### src/rtl/fcpu_pkg.sv
`default_nettype none

package fcpu_pkg;

   // Datapath and tag widths
   localparam int DATA_W   = 32;
   localparam int RSV_ID_W = 4;
   localparam int STRB_W   = DATA_W / 8;

   // Memory operations issued by the reservation stations
   typedef enum logic [1:0] {
      OP_LOAD_WORD,
      OP_LOAD_BYTE,
      OP_STORE_WORD
   } mmu_op_t;

   // Load/store control FSM
   typedef enum logic [2:0] {
      ST_IDLE,
      ST_CHECK,
      ST_READ_ADDR,
      ST_READ_WAIT,
      ST_WRITE_ADDR,
      ST_WRITE_WAIT,
      ST_RESULT
   } mmu_state_t;

   // Request from a reservation station
   typedef struct packed {
      logic [RSV_ID_W-1:0] rsv_id;
      mmu_op_t             opcode;
      logic [DATA_W-1:0]   address;
      logic [DATA_W-1:0]   data;
   } mmu_req_t;

   // Result broadcast on the CDB
   typedef struct packed {
      logic [RSV_ID_W-1:0] rsv_id;
      logic [DATA_W-1:0]   data;
      logic                err;
   } cdb_t;

   // Single-beat memory channels
   typedef struct packed {
      logic [DATA_W-1:0] addr;
   } mem_rd_req_t;

   typedef struct packed {
      logic [DATA_W-1:0] data;
      logic [1:0]        resp;
   } mem_rd_rsp_t;

   // Write address and data travel together
   typedef struct packed {
      logic [DATA_W-1:0] addr;
      logic [DATA_W-1:0] data;
      logic [STRB_W-1:0] strb;
   } mem_wr_req_t;

   typedef struct packed {
      logic [1:0] resp;
   } mem_wr_rsp_t;

endpackage

`default_nettype wire

### src/rtl/memory_management_unit.sv
`timescale 1ns/1ps
`default_nettype none

module memory_management_unit #(
   parameter int QUEUE_DEPTH    = 4,
   parameter int TIMEOUT_CYCLES = 32
) (
   input  wire                         clk,
   input  wire                         rst_n,
   // Requests from the reservation stations
   input  wire fcpu_pkg::mmu_req_t     req,
   input  wire                         req_valid,
   output logic                        req_ready,
   // Common data bus
   output fcpu_pkg::cdb_t              cdb,
   output logic                        cdb_valid,
   input  wire                         cdb_ready,
   // Data memory read
   output fcpu_pkg::mem_rd_req_t       mem_ar,
   output logic                        mem_ar_valid,
   input  wire                         mem_ar_ready,
   input  wire fcpu_pkg::mem_rd_rsp_t  mem_r,
   input  wire                         mem_r_valid,
   output logic                        mem_r_ready,
   // Data memory write
   output fcpu_pkg::mem_wr_req_t       mem_w,
   output logic                        mem_w_valid,
   input  wire                         mem_w_ready,
   input  wire fcpu_pkg::mem_wr_rsp_t  mem_b,
   input  wire                         mem_b_valid,
   output logic                        mem_b_ready
);

   import fcpu_pkg::*;

   // Queue to FSM
   mmu_req_t head;
   logic     head_valid;
   logic     pop;
   // FSM to counter
   logic     count_en;
   logic     timeout;
   // FSM to buffer
   cdb_t     result;
   logic     result_load;
   logic     full;

   mmu_request_queue #(
      .QUEUE_DEPTH (QUEUE_DEPTH)
   ) u_queue (
      .clk        (clk),
      .rst_n      (rst_n),
      .req        (req),
      .req_valid  (req_valid),
      .req_ready  (req_ready),
      .head       (head),
      .head_valid (head_valid),
      .pop        (pop)
   );

   mmu_control_fsm u_fsm (
      .clk          (clk),
      .rst_n        (rst_n),
      .head         (head),
      .head_valid   (head_valid),
      .pop          (pop),
      .count_en     (count_en),
      .timeout      (timeout),
      .result       (result),
      .result_load  (result_load),
      .full         (full),
      .mem_ar       (mem_ar),
      .mem_ar_valid (mem_ar_valid),
      .mem_ar_ready (mem_ar_ready),
      .mem_r        (mem_r),
      .mem_r_valid  (mem_r_valid),
      .mem_r_ready  (mem_r_ready),
      .mem_w        (mem_w),
      .mem_w_valid  (mem_w_valid),
      .mem_w_ready  (mem_w_ready),
      .mem_b        (mem_b),
      .mem_b_valid  (mem_b_valid),
      .mem_b_ready  (mem_b_ready)
   );

   // Response watchdog
   mmu_wait_counter #(
      .TIMEOUT_CYCLES (TIMEOUT_CYCLES)
   ) u_counter (
      .clk      (clk),
      .rst_n    (rst_n),
      .count_en (count_en),
      .timeout  (timeout)
   );

   mmu_cdb_buffer u_buffer (
      .clk         (clk),
      .rst_n       (rst_n),
      .result      (result),
      .result_load (result_load),
      .full        (full),
      .cdb         (cdb),
      .cdb_valid   (cdb_valid),
      .cdb_ready   (cdb_ready)
   );

endmodule

`default_nettype wire

### src/rtl/mmu_cdb_buffer.sv
`timescale 1ns/1ps
`default_nettype none

module mmu_cdb_buffer (
   input  wire                  clk,
   input  wire                  rst_n,
   // From the control FSM
   input  wire fcpu_pkg::cdb_t  result,
   input  wire                  result_load,
   output logic                 full,
   // CDB side
   output fcpu_pkg::cdb_t       cdb,
   output logic                 cdb_valid,
   input  wire                  cdb_ready
);

   import fcpu_pkg::*;

   cdb_t held;
   logic held_valid;

   // Held result stays put until the CDB takes it
   always_ff @(posedge clk) begin
      if (result_load) begin
         held <= result;
      end
   end

   always_ff @(posedge clk) begin
      if (!rst_n) begin
         held_valid <= 1'b0;
      end else if (result_load) begin
         held_valid <= 1'b1;
      end else if (held_valid && cdb_ready) begin
         // Accepted this edge
         held_valid <= 1'b0;
      end
   end

   assign cdb       = held;
   assign cdb_valid = held_valid;
   // FSM stalls on this
   assign full      = held_valid;

endmodule

`default_nettype wire

### src/rtl/mmu_control_fsm.sv
`timescale 1ns/1ps
`default_nettype none

module mmu_control_fsm (
   input  wire                         clk,
   input  wire                         rst_n,
   // Request queue head
   input  wire fcpu_pkg::mmu_req_t     head,
   input  wire                         head_valid,
   output logic                        pop,
   // Wait counter
   output logic                        count_en,
   input  wire                         timeout,
   // Result buffer
   output fcpu_pkg::cdb_t              result,
   output logic                        result_load,
   input  wire                         full,
   // Read address and read data channels
   output fcpu_pkg::mem_rd_req_t       mem_ar,
   output logic                        mem_ar_valid,
   input  wire                         mem_ar_ready,
   input  wire fcpu_pkg::mem_rd_rsp_t  mem_r,
   input  wire                         mem_r_valid,
   output logic                        mem_r_ready,
   // Write and write response channels
   output fcpu_pkg::mem_wr_req_t       mem_w,
   output logic                        mem_w_valid,
   input  wire                         mem_w_ready,
   input  wire fcpu_pkg::mem_wr_rsp_t  mem_b,
   input  wire                         mem_b_valid,
   output logic                        mem_b_ready
);

   import fcpu_pkg::*;

   mmu_state_t        state;
   mmu_state_t        state_next;
   mmu_req_t          cur_req;
   logic [DATA_W-1:0] res_data;
   logic              res_err;
   logic              misaligned;
   logic [7:0]        load_byte;
   logic [DATA_W-1:0] load_data;

   // Word accesses need both low address bits clear
   assign misaligned = (head.opcode != OP_LOAD_BYTE) && (head.address[1:0] != 2'b00);

   // Byte lane picked by the low address bits
   assign load_byte = mem_r.data[{cur_req.address[1:0], 3'b000} +: 8];
   assign load_data = (cur_req.opcode == OP_LOAD_BYTE) ?
                      {{(DATA_W-8){1'b0}}, load_byte} : mem_r.data;

   // Next state
   always_comb begin
      state_next = state;
      case (state)
         ST_IDLE: begin
            if (head_valid) begin
               state_next = ST_CHECK;
            end
         end
         ST_CHECK: begin
            // Misaligned word access never reaches memory
            if (misaligned) begin
               state_next = ST_RESULT;
            end else if (head.opcode == OP_STORE_WORD) begin
               state_next = ST_WRITE_ADDR;
            end else begin
               state_next = ST_READ_ADDR;
            end
         end
         ST_READ_ADDR: begin
            if (timeout) begin
               state_next = ST_RESULT;
            end else if (mem_ar_ready) begin
               state_next = ST_READ_WAIT;
            end
         end
         ST_READ_WAIT: begin
            // A response in the timeout cycle still counts
            if (mem_r_valid || timeout) begin
               state_next = ST_RESULT;
            end
         end
         ST_WRITE_ADDR: begin
            if (timeout) begin
               state_next = ST_RESULT;
            end else if (mem_w_ready) begin
               state_next = ST_WRITE_WAIT;
            end
         end
         ST_WRITE_WAIT: begin
            if (mem_b_valid || timeout) begin
               state_next = ST_RESULT;
            end
         end
         ST_RESULT: begin
            // Hold until the buffer has room
            if (!full) begin
               state_next = ST_IDLE;
            end
         end
         default: begin
            state_next = ST_IDLE;
         end
      endcase
   end

   always_ff @(posedge clk) begin
      if (!rst_n) begin
         state <= ST_IDLE;
      end else begin
         state <= state_next;
      end
   end

   // Capture the head as it is popped
   always_ff @(posedge clk) begin
      if (state == ST_CHECK) begin
         cur_req <= head;
      end
   end

   // Result starts out as an error with zero data
   // Only a memory response overwrites it
   always_ff @(posedge clk) begin
      case (state)
         ST_CHECK: begin
            res_data <= '0;
            res_err  <= 1'b1;
         end
         ST_READ_WAIT: begin
            if (mem_r_valid) begin
               res_err  <= (mem_r.resp != 2'b00);
               res_data <= (mem_r.resp != 2'b00) ? '0 : load_data;
            end
         end
         ST_WRITE_WAIT: begin
            // Store data stays zero
            if (mem_b_valid) begin
               res_err <= (mem_b.resp != 2'b00);
            end
         end
         default: begin
            res_err <= res_err;
         end
      endcase
   end

   // Handshake controls
   assign pop          = (state == ST_CHECK);
   // Counter spans address and wait phases
   assign count_en     = (state == ST_READ_ADDR) || (state == ST_READ_WAIT) ||
                         (state == ST_WRITE_ADDR) || (state == ST_WRITE_WAIT);
   // Valid withdrawn once the timeout hits
   assign mem_ar_valid = (state == ST_READ_ADDR) && !timeout;
   assign mem_r_ready  = (state == ST_READ_WAIT);
   assign mem_w_valid  = (state == ST_WRITE_ADDR) && !timeout;
   assign mem_b_ready  = (state == ST_WRITE_WAIT);
   assign result_load  = (state == ST_RESULT) && !full;

   // Channel payloads
   always_comb begin
      // Byte loads read the whole word
      mem_ar.addr = {cur_req.address[DATA_W-1:2], 2'b00};
      mem_w.addr  = cur_req.address;
      mem_w.data  = cur_req.data;
      mem_w.strb  = '1;
   end

   // Tagged result
   always_comb begin
      result.rsv_id = cur_req.rsv_id;
      result.data   = res_data;
      result.err    = res_err;
   end

endmodule

`default_nettype wire

### src/rtl/mmu_request_queue.sv
`timescale 1ns/1ps
`default_nettype none

module mmu_request_queue #(
   parameter int QUEUE_DEPTH = 4
) (
   input  wire                      clk,
   input  wire                      rst_n,
   // Reservation-station side
   input  wire fcpu_pkg::mmu_req_t  req,
   input  wire                      req_valid,
   output logic                     req_ready,
   // Control FSM side
   output fcpu_pkg::mmu_req_t       head,
   output logic                     head_valid,
   input  wire                      pop
);

   import fcpu_pkg::*;

   localparam int PTR_W = (QUEUE_DEPTH > 1) ? $clog2(QUEUE_DEPTH) : 1;
   localparam int CNT_W = $clog2(QUEUE_DEPTH + 1);

   mmu_req_t         entries [QUEUE_DEPTH];
   logic [PTR_W-1:0] wr_ptr;
   logic [PTR_W-1:0] rd_ptr;
   logic [CNT_W-1:0] count;
   logic             push;
   logic             pull;

   // Circular increment, also correct for non power of two depths
   function automatic logic [PTR_W-1:0] next_ptr(input logic [PTR_W-1:0] ptr);
      if (ptr == PTR_W'(QUEUE_DEPTH - 1)) begin
         return '0;
      end
      return ptr + 1'b1;
   endfunction

   // Ready drops only when every slot is taken
   assign req_ready  = (count != CNT_W'(QUEUE_DEPTH));
   assign head_valid = (count != '0);
   assign push       = req_valid && req_ready;
   // Pop of an empty queue is ignored
   assign pull       = pop && head_valid;

   // Oldest entry straight from storage
   assign head = entries[rd_ptr];

   // Entry storage
   always_ff @(posedge clk) begin
      if (push) begin
         entries[wr_ptr] <= req;
      end
   end

   // Pointers and occupancy
   always_ff @(posedge clk) begin
      if (!rst_n) begin
         wr_ptr <= '0;
         rd_ptr <= '0;
         count  <= '0;
      end else begin
         if (push) begin
            wr_ptr <= next_ptr(wr_ptr);
         end
         if (pull) begin
            rd_ptr <= next_ptr(rd_ptr);
         end
         // Push and pop together leave the count as is
         case ({push, pull})
            2'b10: begin
               count <= count + 1'b1;
            end
            2'b01: begin
               count <= count - 1'b1;
            end
            default: begin
               count <= count;
            end
         endcase
      end
   end

endmodule

`default_nettype wire

### src/rtl/mmu_wait_counter.sv
`timescale 1ns/1ps
`default_nettype none

module mmu_wait_counter #(
   parameter int TIMEOUT_CYCLES = 32
) (
   input  wire  clk,
   input  wire  rst_n,
   input  wire  count_en,
   output logic timeout
);

   localparam int CNT_W = $clog2(TIMEOUT_CYCLES + 1);

   logic [CNT_W-1:0] count;

   // Level while the count sits at the limit
   assign timeout = (count == CNT_W'(TIMEOUT_CYCLES));

   always_ff @(posedge clk) begin
      // Cleared whenever nothing is awaited
      if (!rst_n || !count_en) begin
         count <= '0;
      end else if (!timeout) begin
         count <= count + 1'b1;
      end
   end

endmodule

`default_nettype wire

### config.mk
export PLATFORM = sky130hd
export DESIGN_NAME = memory_management_unit
export DESIGN_NICKNAME = d
export VERILOG_FILES = /design/src/rtl/fcpu_pkg.sv /design/src/rtl/memory_management_unit.sv /design/src/rtl/mmu_cdb_buffer.sv /design/src/rtl/mmu_control_fsm.sv /design/src/rtl/mmu_request_queue.sv /design/src/rtl/mmu_wait_counter.sv
export SDC_FILE = /design/constraint.sdc
export NUM_CORES = 1
export LEC_CHECK = 0
export BUFFER_PORTS_ARGS = -buffer_cell sky130_fd_sc_hd__buf_4
export CORE_ASPECT_RATIO = 0.8
export CORE_MARGIN = 3
export CORE_UTILIZATION = 40
export DETAILED_ROUTE_END_ITERATION = 12
export GPL_TIMING_DRIVEN = 0
export PLACE_DENSITY = 0.71
export SYNTH_ARGS = -nofsm -noshare
export SYNTH_HDL_FRONTEND = slang
export SYNTH_HIERARCHICAL = 1
export SYNTH_SLANG_ARGS = --single-unit
### constraint.sdc
create_clock -name clk -period 9.58 [get_ports clk]
set_input_delay 2.395 -clock clk [delete_from_list [all_inputs] [get_ports clk]]
set_output_delay 2.395 -clock clk [all_outputs]
set_load 0.02 [all_outputs]
After elaboration in Yosys (flattened, before gate mapping)
Memories as Yosys holds them, arrays and structs flattened. A register that Yosys moved wholly into a read port is not among the register bits. Cells that the tools add are included.

Flip-flop bits (word level): 157. RAM bits: 280. Input port bits: 114. Output and inout port bits: 143. Word-level logic and storage cells: 109. Memories: 1.

Add/subtract/negate cells: 5. Equal/unequal tests: 23. Shift operators: 1. Multiplexer cells: 35. Reduce and logical (&&, ||, !) cells: 29.

Memories: u_queue.entries (words 4, bits a word 70, rd ports 1, clocked after memory_dff 1, write ports 1, line mmu_request_queue.sv:24) `mmu_req_t entries [QUEUE_DEPTH];`.

Operators by type and width (count): 32-bit two-way mux (3); 32-bit case mux with 2 select lines (1); 32-bit by 6-bit indexed part select with 8-bit output (1); 3-bit two-way mux (10); 3-bit case mux with 7 select lines (1); 1-bit two-way mux (12); 2-bit two-way mux (6); 2-bit nonzero test (6); 3-bit equality test (second input constant) (3); 2-bit equality test (second input constant) (4); 2-bit != test (second input constant) (4); 1-bit logical AND (7); 6-bit by 1-bit adder with 6-bit output (second input constant) (1); 3-bit by 2-bit equality test with 1-bit output (second input constant) (2); 6-bit equality test (second input constant) (1); 1-bit logical OR (6); 2-bit by 1-bit != test with 1-bit output (second input constant) (3); 3-bit by 2-bit != test with 1-bit output (second input constant) (2); 3-bit case mux with 2 select lines (1); 6-bit AND reduction (1); 3-bit nonzero test (2); 2-bit by 1-bit adder with 2-bit output (second input constant) (2); 2-bit by 1-bit equality test with 1-bit output (second input constant) (2); 1-bit zero test (4); other kinds (8) (8).

Longest topological paths before layout
Depth after elaboration: 7. Gate-level depth with buffers: 12. Gate-level depth less buffers: 11.

Cells and area by module
The synthesis kept the hierarchy.

Modules (own cells, without submodules): mmu_request_queue (times used 1, cells an instance 422, area an instance 10576.4 um^2, sequential area each 8588.2 um^2); mmu_control_fsm (times used 1, cells an instance 338, area an instance 4757.1 um^2, sequential area each 3153.0 um^2); mmu_cdb_buffer (times used 1, cells an instance 41, area an instance 1159.9 um^2, sequential area each 1131.1 um^2); mmu_wait_counter (times used 1, cells an instance 33, area an instance 317.8 um^2, sequential area each 120.1 um^2).

Least setup slack after synthesis
Ideal clock, no wire load.

Kind: register to register. From: register u_fsm.state[0]. To: register u_queue.count[2]. Setup time: 70 ps. Arrival time: 5630 ps. Data required time: 9510 ps. Setup slack: 3880 ps. Cell stages (with the launch flop): 13. Buffers on the path: 2. Clock period less this slack: 5700 ps. Cell sequence: dfxtp_1 -> buf_4 -> buf_2 -> nand2_1 -> nor2_1 -> o31ai_1 -> inv_1 -> ha_1 -> inv_1 -> fa_1 -> xor2_1 -> or3_2 -> a21boi_1.

Cells in the longest elaborated chain, start to end: 4. Elaborated cells on any way between the ends: 6. Those cells by class: eq/ne: 3; mux: 1; reduce/logical: 2.

Ends and longest elaborated chain: start: declaration (line mmu_control_fsm.sv:36) `mmu_state_t state;`; start signal: assignment (line mmu_control_fsm.sv:113) `state <= state_next;`; 3-bit by 1-bit equality test with 1-bit output (*) (line mmu_control_fsm.sv:151) `assign pop = (state == ST_CHECK);`; via pop (line memory_management_unit.sv:39) `logic pop;`; 1-bit logical AND (*) (line mmu_request_queue.sv:44) `assign pull = pop && head_valid;`; via u_queue.pull (line mmu_request_queue.sv:29) `logic pull;`; 2-bit by 1-bit equality test with 1-bit output / 2-bit equality test (equally long branches) (line mmu_request_queue.sv:70) `case ({push, pull})`; 3-bit case mux with 2 select lines / 2-bit nonzero test (equally long branches); end signal: assignment (line mmu_request_queue.sv:72) `count <= count + 1'b1;`; end signal: assignment (line mmu_request_queue.sv:75) `count <= count - 1'b1;`; end signal: assignment (line mmu_request_queue.sv:78) `count <= count;`; end: declaration (line mmu_request_queue.sv:27) `logic [CNT_W-1:0] count;`.

The timed path passes the listed nets; every way through them passes the cells marked *. A chain may end at the register's enable or synchronous reset.

Worst setup path after layout
From: register u_counter.count[0]. To: output port mem_w_valid.

Cells in the longest elaborated chain, start to end: 3.

Ends and longest elaborated chain: start: declaration (line mmu_wait_counter.sv:15) `logic [CNT_W-1:0] count;`; start signal: assignment (line mmu_wait_counter.sv:25) `count <= count + 1'b1;`; 6-bit equality test (line mmu_wait_counter.sv:18) `assign timeout = (count == CNT_W'(TIMEOUT_CYCLES));`; via timeout (line memory_management_unit.sv:42) `logic timeout;`; 1-bit zero test; 1-bit logical AND (line mmu_control_fsm.sv:158) `assign mem_w_valid = (state == ST_WRITE_ADDR) && !timeout;`; end: declaration (line memory_management_unit.sv:27) `output logic mem_w_valid,`.

The timed path passes the listed nets, and every way through them passes these cells.

==> run summary <==
final max-slew violation count -> 0
DRT iter0 DRCs -> 694
antenna diode count -> 0
vias in the first global route -> 8679
clk buf depth -> 3
post-synth top area cell -> edfxtp_1
Arrival @ worst endpoint -> 2140 ps
via count -> 8325
clk sinks -> 439
Pleak -> 0.00754 uW
Seq cells post-synth -> 439
total grt overflow -> 0
CP endpoint kind -> primary output
DRC -> 0
Post-Syn Area -> 0.0168 sq mm
Reg2Reg Depth -> 12
Initial Utilization -> 0.410
synth unique cells -> 51
Hold WC Path Type -> flop to flop
setup ws final -> 5040 ps
Detail Route Antenna Nets -> 0
Die Wd -> 235 microns
pwr dens -> 268 mW/mm^2
gpl congestion -> 0.826
pre-CTS WS -> 5450 ps
pin count of the biggest net entering global routing -> 53
Gates resized, CTS repair -> 0
CP Class -> flop to primary output
All-Layer GR Usage -> 0.150
Critical Path Fanout Max -> 11
Ports -> 257
hold depth -> 0
WP data required -> 7190 ps
Most used DFF post-synth -> edfxtp_1
postcts setup bufs -> 0
cts hold-fix bufs -> 0
initial antenna violation count -> 1
hpwl dp -> 22.1 mm
cts bufs inserted -> 43
unrepaired setup endpoints after global routing -> no
worst IR drop on VDD -> 0.197 mV
Routed wire per std cell -> 19.5 microns
CTS tree -> built
die area -> 0.0445 sq mm
vias per inst -> 4.84
Startpoint Class -> flop
nets@finish -> 1267
core area -> 0.0410 sq mm
Max-slew headroom -> 0.387
Max Cap Viol -> 0
min cycle time layout -> 4540 ps
number of synthesized flops with an enable pin -> 420
P&R area growth vs syn -> 24.3%
Final Cycle Share -> 0.474
Rows -> 66
Chip Height -> 189 microns
setup TNS -> 0 ps
final hold vios -> 0
status -> complete, no violations
first-pass GRT wire length -> 51.2 mm
Post-DP Area -> 0.0196 sq mm
Port Buf Inserts -> 250
clk slew on worst S/H paths -> 60 ps
final setup fails -> 0
Synth top area share -> 0.750
1st-pass router iterations -> 4
fraction of layout cells with a size suffix above 1 -> 0.459
register area share after synthesis -> 0.773
worst hold slack -> 417 ps
design area -> 0.0209 sq mm
Warnings, synthesis -> 6
Synth Area per Inst -> 20.2 sq um
final core utilization -> 0.509
Post-Syn Instances -> 834
H-tree depth -> 2
f_max -> 220 MHz
skew final -> 16.0 ps
worst-margin pin slew -> 917 ps
ys async rst share -> 0
later-pin clock latency in the skew report -> 550 ps
synth top area cells -> edfxtp_1 75%, mux4_2 9.4%, buf_4 5.1%
CTS Root Buffer Type -> clkbuf_16
final WL -> 33.6 mm
-- state kept, by name, indices dropped and copies added (netlist names), 2 cells and up, named ones only --
name / cells
u_buffer/cdb: 37
u_fsm/mem_ar: 30
u_fsm/result: 4
u_fsm/state: 3
u_queue/wr_ptr: 2
u_queue/entries: 280
u_fsm/mem_w: 34
u_fsm/res_data: 32
u_counter/count: 6
u_queue/rd_ptr: 2
u_queue/count: 3
u_fsm/cur_req: 2
-- synthesized netlist by cell type, types with 2 or more instances --
cell      count
edfxtp_1    420
buf_4       115
mux4_2       70
and3_1       25
nor2_1       23
dfxtp_1      19
inv_1        16
a21oi_1      14
clkbuf_1     12
o21ai_0      11
mux2i_1      10
nand2_1      10
ha_1          8
o221a_2       8
buf_6         6
nand3_1       6
a311oi_1      4
and2_1        4
buf_2         4
xor2_1        4
and3_2        3
nand4_1       3
nor3_2        3
nor4_1        3
a211oi_1      2
conb_1        2
nand2b_1      2
nor3_1        2
or3_2         2
xnor2_1       2
-- worst max-delay path: stages (launching register included) --
cell	delay (ps)
dfxtp_1	350
inv_1	80
ha_1	190
nor4b_2	170
and2_1	170
buf_6	150
nor4_1	280
buf_4	220
-- cell type report --
| cell class | instances | area [sq um] |
|---|---|---|
| clock buffer | 57 | 1150 |
| multi-input combinational | 244 | 2800 |
| clock inverter | 21 | 143 |
| inverter | 18 | 72.6 |
| fill | 3285 | 20100 |
| buffer | 137 | 996 |
| tap | 544 | 681 |
| sequential | 439 | 13000 |
| timing repair buffer | 261 | 2060 |
-- path summary, 6_finish.rpt --
check	from	to	slack [ps]
setup reg to reg	u_fsm/state[0]	u_queue/count[2]	6150
setup / recovery	u_counter/count[0]	mem_w_valid	5040
hold reg to reg	u_fsm/res_data[2]	u_buffer/cdb[3]	420
hold / removal	u_fsm/res_data[2]	u_buffer/cdb[3]	420
-- stage by stage --
stage | power [uW] | instances
2_1_floorplan | 3560 | 838
3_3_place_gp | 4070 | 1632
3_5_place_dp | 4120 | 1643
4_1_cts | 5690 | 1721
5_1_grt | 5870 | 1721
6_report | 5610 | 1721
-- per-layer routing --
layer  global-route usage  up-vias  share of wire
met4               0.0449        2          0.027
met1                0.191     4136           0.41
li1                     -     3804              -
met2                0.247      309           0.48
met3               0.0475       74          0.081
met5                    0        -        0.00039
-- cell families (layout without fill, tap and decap cells) --
logic type	Yosys count	after routing	share of synthesized area
flip-flops	439	439	0.773
AO/OA/AOI/OAI	49	49	0.0205
adder cells (fa/ha/maj)	9	9	0.00715
AND/OR/NAND/NOR	94	94	0.0327
buffers and inverters	155	494	0.0636
XOR/XNOR	6	6	0.00313
multiplexers	80	80	0.0997
other	2	6	0.000447
-- cells in the final DEF, fill, tap and decap left out, types with 7 or more instances in the layout --
master and count:
clkinv_1 10, clkbuf_16 43, inv_1 16, a21oi_1 14
mux4_2 70, clkbuf_1 24, o21ai_0 11, mux2i_1 10
and3_1 24, clkinv_2 7, nand2_1 10, nor2_1 21
dfxtp_1 19, ha_1 8, o221a_2 8, buf_4 370
edfxtp_1 420
-- power breakdown --
part,internal (uW),switching (uW)
Clock,871,679
Combinational,680,774
Sequential,2500,103
Total,4050,1560
No activity file was read; power rests on OpenSTA's default activity.
